<file path="src/ooo_pkg.sv">
package ooo_pkg;

    localparam int ROB_SIZE  = 8;   // default depth, top level overrides
    localparam int XLEN      = 32;
    localparam int ARCH_REGS = 32;
    localparam int TAG_W     = $clog2(ROB_SIZE);

    typedef logic [XLEN-1:0]              word_t;
    typedef logic [$clog2(ARCH_REGS)-1:0] arn_t;
    typedef logic [TAG_W-1:0]             rob_tag_t;

    typedef enum logic [2:0] {
        OP_ADD = 3'd0,
        OP_SUB = 3'd1,
        OP_AND = 3'd2,
        OP_XOR = 3'd3,
        OP_BEQ = 3'd4,
        OP_BNE = 3'd5
    } opcode_e;

    // one operation from the producer
    typedef struct packed {
        logic    valid;
        opcode_e op;
        word_t   src_a;
        word_t   src_b;
        word_t   imm;          // branch offset
        arn_t    dest;
        word_t   pc;
        logic    pred_taken;
        word_t   pred_target;
    } dispatch_packet_t;

    // rob to execution unit
    typedef struct packed {
        logic     valid;
        rob_tag_t tag;
        opcode_e  op;
        word_t    src_a;
        word_t    src_b;
        word_t    imm;
        word_t    pc;
    } issue_packet_t;

    // one completion bus lane
    typedef struct packed {
        logic     valid;
        rob_tag_t tag;
        word_t    value;
        logic     taken;       // branches only
        word_t    target;      // branches only
    } complete_packet_t;

    // retired operation, oldest first
    typedef struct packed {
        logic     valid;
        rob_tag_t tag;
        arn_t     dest;
        word_t    value;
        word_t    pc;
        logic     is_branch;
        logic     mispredict;
        word_t    next_pc;     // resolved target or pc+4
    } commit_packet_t;

endpackage

</file>
<file path="src/alu_unit.sv">
`timescale 1ns/1ps

module alu_unit (
    input  logic                      clock,
    input  logic                      reset,
    input  logic                      squash,
    input  ooo_pkg::issue_packet_t    issue,
    output ooo_pkg::complete_packet_t complete
);

    ooo_pkg::word_t    result;
    logic              valid_q;
    ooo_pkg::rob_tag_t tag_q;
    ooo_pkg::word_t    value_q;

    always_comb begin
        case (issue.op)
            ooo_pkg::OP_ADD: result = issue.src_a + issue.src_b;
            ooo_pkg::OP_SUB: result = issue.src_a - issue.src_b;
            ooo_pkg::OP_AND: result = issue.src_a & issue.src_b;
            ooo_pkg::OP_XOR: result = issue.src_a ^ issue.src_b;
            default:         result = '0;   // branches never routed here
        endcase
    end

    always_ff @(posedge clock) begin
        if (reset || squash) begin
            valid_q <= 1'b0;
        end else begin
            valid_q <= issue.valid;
        end
    end

    always_ff @(posedge clock) begin
        tag_q   <= issue.tag;
        value_q <= result;
    end

    always_comb begin
        complete.valid  = valid_q;
        complete.tag    = tag_q;
        complete.value  = value_q;
        complete.taken  = 1'b0;   // not a branch
        complete.target = '0;
    end

endmodule

</file>
<file path="src/branch_unit.sv">
`timescale 1ns/1ps

module branch_unit (
    input  logic                      clock,
    input  logic                      reset,
    input  logic                      squash,
    input  ooo_pkg::issue_packet_t    issue,
    output ooo_pkg::complete_packet_t complete
);

    typedef struct packed {
        ooo_pkg::rob_tag_t tag;
        logic              taken;
        ooo_pkg::word_t    sum;    // pc + imm
        ooo_pkg::word_t    seq;    // pc + 4
    } br_stage_t;

    br_stage_t         s1_d;
    br_stage_t         s1_q;
    logic              s1_valid;
    logic              s2_valid;
    ooo_pkg::rob_tag_t s2_tag;
    logic              s2_taken;
    ooo_pkg::word_t    s2_target;

    // stage one: compare and form both candidate addresses
    always_comb begin
        s1_d.tag = issue.tag;
        case (issue.op)
            ooo_pkg::OP_BEQ: s1_d.taken = (issue.src_a == issue.src_b);
            ooo_pkg::OP_BNE: s1_d.taken = (issue.src_a != issue.src_b);
            default:         s1_d.taken = 1'b0;
        endcase
        s1_d.sum = issue.pc + issue.imm;
        s1_d.seq = issue.pc + 32'd4;
    end

    always_ff @(posedge clock) begin
        if (reset || squash) begin
            s1_valid <= 1'b0;
            s2_valid <= 1'b0;
        end else begin
            s1_valid <= issue.valid;
            s2_valid <= s1_valid;
        end
    end

    // stage two: pick the resolved next pc
    always_ff @(posedge clock) begin
        s1_q      <= s1_d;
        s2_tag    <= s1_q.tag;
        s2_taken  <= s1_q.taken;
        s2_target <= s1_q.taken ? s1_q.sum : s1_q.seq;
    end

    always_comb begin
        complete.valid  = s2_valid;
        complete.tag    = s2_tag;
        complete.value  = '0;        // no link register
        complete.taken  = s2_taken;
        complete.target = s2_target;
    end

endmodule

</file>
<file path="src/ooo_core.sv">
`timescale 1ns/1ps

module ooo_core #(
    parameter int ROB_SIZE = ooo_pkg::ROB_SIZE
) (
    input  logic                      clock,
    input  logic                      reset,
    input  ooo_pkg::dispatch_packet_t dispatch,
    output ooo_pkg::commit_packet_t   commit,
    output logic                      squash,
    output logic [$clog2(ROB_SIZE):0] credit_return
);

    ooo_pkg::issue_packet_t          alu_issue;
    ooo_pkg::issue_packet_t          br_issue;
    ooo_pkg::complete_packet_t [1:0] cdb;       // lane 0 alu, lane 1 branch

    rob #(
        .SIZE          (ROB_SIZE)
    ) u_rob (
        .clock         (clock),
        .reset         (reset),
        .dispatch      (dispatch),
        .cdb           (cdb),
        .alu_issue     (alu_issue),
        .br_issue      (br_issue),
        .commit        (commit),
        .squash        (squash),
        .credit_return (credit_return)
    );

    alu_unit u_alu (
        .clock    (clock),
        .reset    (reset),
        .squash   (squash),
        .issue    (alu_issue),
        .complete (cdb[0])
    );

    branch_unit u_branch (
        .clock    (clock),
        .reset    (reset),
        .squash   (squash),
        .issue    (br_issue),
        .complete (cdb[1])
    );

endmodule

</file>
<file path="src/rob.sv">
`timescale 1ns/1ps

module rob #(
    parameter int SIZE = ooo_pkg::ROB_SIZE
) (
    input  logic                                clock,
    input  logic                                reset,
    input  ooo_pkg::dispatch_packet_t           dispatch,
    input  ooo_pkg::complete_packet_t [1:0]     cdb,
    output ooo_pkg::issue_packet_t              alu_issue,
    output ooo_pkg::issue_packet_t              br_issue,
    output ooo_pkg::commit_packet_t             commit,
    output logic                                squash,
    output logic [$clog2(SIZE):0]               credit_return
);

    localparam int IDX_W = $clog2(SIZE);
    localparam int CNT_W = IDX_W + 1;

    typedef struct packed {
        logic           executed;
        logic           is_branch;
        logic           mispredict;
        ooo_pkg::arn_t  dest;
        ooo_pkg::word_t value;
        ooo_pkg::word_t pc;
        logic           pred_taken;
        ooo_pkg::word_t pred_target;
        logic           res_taken;
        ooo_pkg::word_t res_target;
    } rob_entry_t;

    rob_entry_t       entries [SIZE];
    rob_entry_t       head_entry;
    logic [IDX_W-1:0] head;
    logic [IDX_W-1:0] tail;
    logic [CNT_W-1:0] count;             // occupancy
    logic             dispatch_is_branch;
    logic             alloc;
    logic [IDX_W-1:0] cdb_idx  [2];
    logic [1:0]       cdb_miss;          // per lane mispredict result

    function automatic logic [IDX_W-1:0] wrap_inc(input logic [IDX_W-1:0] ptr);
        if (ptr == IDX_W'(SIZE - 1)) begin
            return '0;
        end
        return ptr + 1'b1;
    endfunction

    assign dispatch_is_branch = (dispatch.op == ooo_pkg::OP_BEQ) ||
                                (dispatch.op == ooo_pkg::OP_BNE);
    assign alloc = dispatch.valid && !squash;   // wrong path op dropped on squash

    // route the new entry to its unit, tail is the tag
    always_comb begin
        alu_issue.valid = alloc && !dispatch_is_branch;
        alu_issue.tag   = ooo_pkg::rob_tag_t'(tail);
        alu_issue.op    = dispatch.op;
        alu_issue.src_a = dispatch.src_a;
        alu_issue.src_b = dispatch.src_b;
        alu_issue.imm   = dispatch.imm;
        alu_issue.pc    = dispatch.pc;
        br_issue        = alu_issue;
        br_issue.valid  = alloc && dispatch_is_branch;
    end

    assign head_entry = entries[head];

    always_comb begin
        commit.valid      = (count != '0) && head_entry.executed;
        commit.tag        = ooo_pkg::rob_tag_t'(head);
        commit.dest       = head_entry.dest;
        commit.value      = head_entry.value;
        commit.pc         = head_entry.pc;
        commit.is_branch  = head_entry.is_branch;
        commit.mispredict = head_entry.mispredict;
        commit.next_pc    = head_entry.res_taken ? head_entry.res_target
                                                 : head_entry.pc + 32'd4;
    end

    assign squash = commit.valid && head_entry.mispredict;

    // a squash frees every entry plus the dropped same cycle dispatch
    always_comb begin
        if (squash) begin
            credit_return = count + CNT_W'(dispatch.valid);
        end else begin
            credit_return = CNT_W'(commit.valid);
        end
    end

    // resolved vs predicted, target only matters when taken
    always_comb begin
        for (int i = 0; i < 2; i++) begin
            cdb_idx[i]  = IDX_W'(cdb[i].tag);
            cdb_miss[i] = entries[cdb_idx[i]].is_branch &&
                          ((cdb[i].taken != entries[cdb_idx[i]].pred_taken) ||
                           (cdb[i].taken && (cdb[i].target != entries[cdb_idx[i]].pred_target)));
        end
    end

    always_ff @(posedge clock) begin
        if (reset || squash) begin
            head  <= '0;
            tail  <= '0;
            count <= '0;
        end else begin
            if (commit.valid) begin
                head <= wrap_inc(head);
            end
            if (alloc) begin
                tail <= wrap_inc(tail);
            end
            count <= count + CNT_W'(alloc) - CNT_W'(commit.valid);
        end
    end

    always_ff @(posedge clock) begin
        if (alloc) begin
            entries[tail].executed    <= 1'b0;
            entries[tail].is_branch   <= dispatch_is_branch;
            entries[tail].mispredict  <= 1'b0;
            entries[tail].dest        <= dispatch.dest;
            entries[tail].pc          <= dispatch.pc;
            entries[tail].pred_taken  <= dispatch.pred_taken;
            entries[tail].pred_target <= dispatch.pred_target;
            entries[tail].res_taken   <= 1'b0;
        end
        for (int i = 0; i < 2; i++) begin
            if (cdb[i].valid && !squash) begin
                entries[cdb_idx[i]].executed   <= 1'b1;
                entries[cdb_idx[i]].value      <= cdb[i].value;
                entries[cdb_idx[i]].res_taken  <= cdb[i].taken;
                entries[cdb_idx[i]].res_target <= cdb[i].target;
                entries[cdb_idx[i]].mispredict <= cdb_miss[i];
            end
        end
    end

endmodule

</file>
<file path="config.mk">
export PLATFORM = sky130hd
export DESIGN_NAME = ooo_core
export DESIGN_NICKNAME = d
export VERILOG_FILES = /design/src/ooo_pkg.sv /design/src/alu_unit.sv /design/src/branch_unit.sv /design/src/ooo_core.sv /design/src/rob.sv
export SDC_FILE = /design/constraint.sdc
export NUM_CORES = 2
export LEC_CHECK = 0
export BUFFER_PORTS_ARGS = -buffer_cell sky130_fd_sc_hd__clkbuf_2
export CORE_ASPECT_RATIO = 1.2
export CORE_MARGIN = 8
export CORE_UTILIZATION = 52
export CTS_BUF_LIST = sky130_fd_sc_hd__clkbuf_16
export DETAILED_ROUTE_END_ITERATION = 8
export PLACE_DENSITY_LB_ADDON = 0.12
export SYNTH_ARGS = -nofsm -noshare
export SYNTH_HDL_FRONTEND = slang
export SYNTH_HIERARCHICAL = 1
export SYNTH_SLANG_ARGS = --single-unit
</file>
<file path="constraint.sdc">
create_clock -name clock -period 7.1 [get_ports clock]
set_input_delay 1.42 -clock clock [delete_from_list [all_inputs] [get_ports clock]]
set_output_delay 1.42 -clock clock [all_outputs]
set_load 0.02 [all_outputs]
</file>
==> results.sh <==
export IMPL_grt_usage_pct=26.5
export IMPL_p_seq_share_pct=42.3
export IMPL_fp_row_count=140
export IMPL_syn_avg_cell_area_um2=15.3
export IMPL_die_h_um=399
export IMPL_final_common_cell="edfxtp_1"
export IMPL_die_width_um=336
export IMPL_die_area_um2=134000
export IMPL_fin_skew_ns=0.0250
export IMPL_avgViaCountPerCell=6.26
export IMPL_dp_hpwl_um=113000
export IMPL_drv_cap=0
export IMPL_rsz0062_at_grt="no"
export IMPL_hp_class="flop to flop"
export IMPL_drt_wl_total_um=180000
export IMPL_critPathCaptureType="primary output"
export IMPL_cp_start_kind="flop"
export IMPL_first_pass_iters=6
export IMPL_pin_count=284
export IMPL_final_area_um2=69000
export IMPL_postCtsHoldBufs=0
export IMPL_max_clock_freq_mhz=170
export IMPL_reg2reg_depth=10
export IMPL_hold_viol_final=0
export IMPL_place_congestion=0.920
export IMPL_swShare_pct=30.9
export IMPL_finalSetupViolCount=0
export IMPL_hold_depth=0
export IMPL_layout_drive_gt1_share_pct=30.3
export IMPL_timing_final_crit_share_pct=83.1
export IMPL_power_density_nw_per_um2=307
export IMPL_p_comb_share_pct=26.8
export IMPL_holdWs_ns=0.321
export IMPL_ys_warn_count=6
export IMPL_cts_buffers=134
export IMPL_cts_resized=0
export IMPL_cts_setup_buffers=0
export IMPL_grt_first_pass_wirelength_um=261000
export IMPL_peakVddDrop_uv=257
export IMPL_final_util_pct=56.8
export IMPL_reg2reg_slack_ns=1.97
export IMPL_slew_viol_final=0
export IMPL_p_int_mw=14.6
export IMPL_crit_path_max_fanout=22
export IMPL_pwr_share_clk_pct=30.9
export IMPL_syn_to_final_growth_pct=8.30
export IMPL_critPathCapture="commit[28]"
export IMPL_ant_nets=0
export IMPL_switching_power_mw=6.54
export IMPL_dpl_cell_area_um2=64900
export IMPL_reg2reg_to="u_rob/entries[1][127]$_DFFE_PP_"
export IMPL_worstSkewPairLatency_ns=0.75
export IMPL_tritoncts="built"
export IMPL_grt_max_degree=92
export IMPL_most_common_layout_cells="edfxtp_1 (1096), mux2_2 (346), mux4_2 (316)"
export IMPL_critPathArrivalTime_ns=4.48
export IMPL_cts_root_buffer="clkbuf_16"
export IMPL_cp_required_ns=5.68
export IMPL_h_tree_depth=4
export IMPL_antenna_found_initial=6
export IMPL_synthesis_area_um2=63700
export IMPL_start_util_pct=52.4
export IMPL_clk_pin_slew_worst_paths_ns=0.06
export IMPL_outcome="finished clean"
export IMPL_cts_sinks=1259
export IMPL_p_leak_nw=23.7
export IMPL_core_um2=122000
export IMPL_layout_nets=4456
export IMPL_io_buffers=283
export IMPL_maxSlewHeadroom_pct=24.4
export IMPL_min_period_ns=5.90
export IMPL_drc=0
export IMPL_first_iter_violations=3285
export IMPL_grt_pass1_vias=37700
export IMPL_worstSetupPathType="flop to primary output"
export IMPL_synth_cells=4175
export IMPL_clk_path_buf_depth=3
export IMPL_routedWlPerCell_um=30.5
export IMPL_vias=37000
export IMPL_tightest_slew_ns=1.13
export IMPL_grt_ovfl_total=0
critical path, cell delays in order, from the launching register on:
cell and delay (ns):
dfxtp_4 0.67, buf_4 0.52, mux4_2 0.31, mux2_2 0.27, and4_1 0.34, nand2_2 0.21
nor4_4 0.44, nand2_1 0.12, xor2_1 0.18, mux2i_1 0.37, clkbuf_2 0.25
worst min-delay path by stage:
stage	startpoint	endpoint	slack, ns
finish	u_branch/s1_q[66]$_DFF_P_	u_branch/s2_tag[1]$_DFF_P_	0.32
global route	u_branch/s1_q[66]$_DFF_P_	u_branch/s2_tag[1]$_DFF_P_	0.32
CTS	u_branch/s1_q[66]$_DFF_P_	u_branch/s2_tag[1]$_DFF_P_	0.32
detailed placement	u_branch/s1_q[65]$_DFF_P_	u_branch/s2_tag[0]$_DFF_P_	0.31
global placement	u_branch/s1_q[65]$_DFF_P_	u_branch/s2_tag[0]$_DFF_P_	0.31
floorplan	u_branch/s1_q[65]$_DFF_P_	u_branch/s2_tag[0]$_DFF_P_	0.31
metrics by stage:
step	setup TNS [ns]	setup slack, ns	cells	power [mW]
after floorplan	-0.0464	-0.0116	4238	13.0
after global placement	0	1.85	5669	14.8
after detailed placement	0	1.78	5669	14.8
after CTS	0	1.12	5908	21.4
after global routing	0	0.963	5909	22.0
final	0	1.20	5910	21.2
layer usage:
layer  track usage, %  part of all wire, %  vias to the layer above
li1                 -                    -                    16100
met1             35.0                   41                    19100
met2             44.2                   49                     1427
met3             4.52                  6.8                      294
met4             9.54                  3.7                        6
met5                0                0.021                        -
final cells by class:
class / count / area, µm²
multi-input cells: 2352 / 24200
repair buffers: 363 / 2240
clock inverters: 96 / 503
well taps: 1633 / 2040
flip-flops and latches: 1259 / 36200
clock buffers: 143 / 3580
diodes: 2 / 5.00
inverters: 62 / 253
fillers: 9717 / 52500
state kept, by name, indices dropped and copies added (netlist names), named ones only:
name	cells
u_alu/tag_q	3
u_alu/valid_q	1
u_alu/value_q	32
u_branch/s1_q	68
u_branch/s1_valid	1
u_branch/s2_tag	3
u_branch/s2_taken	1
u_branch/s2_target	32
u_branch/s2_valid	1
u_rob/count	4
u_rob/entries	1104
u_rob/head	3
u_rob/tail	3
power by group through the flow:
stage	combinational [mW]	sequential, mW	clock, mW
2_1_floorplan	4.20	8.83	0
3_3_place_gp	5.69	9.10	0
3_5_place_dp	5.71	9.12	0
4_1_cts	5.73	8.96	6.67
5_1_grt	6.04	9.01	6.93
6_report	5.68	8.96	6.55
No activity file was read; power rests on OpenSTA's default activity.
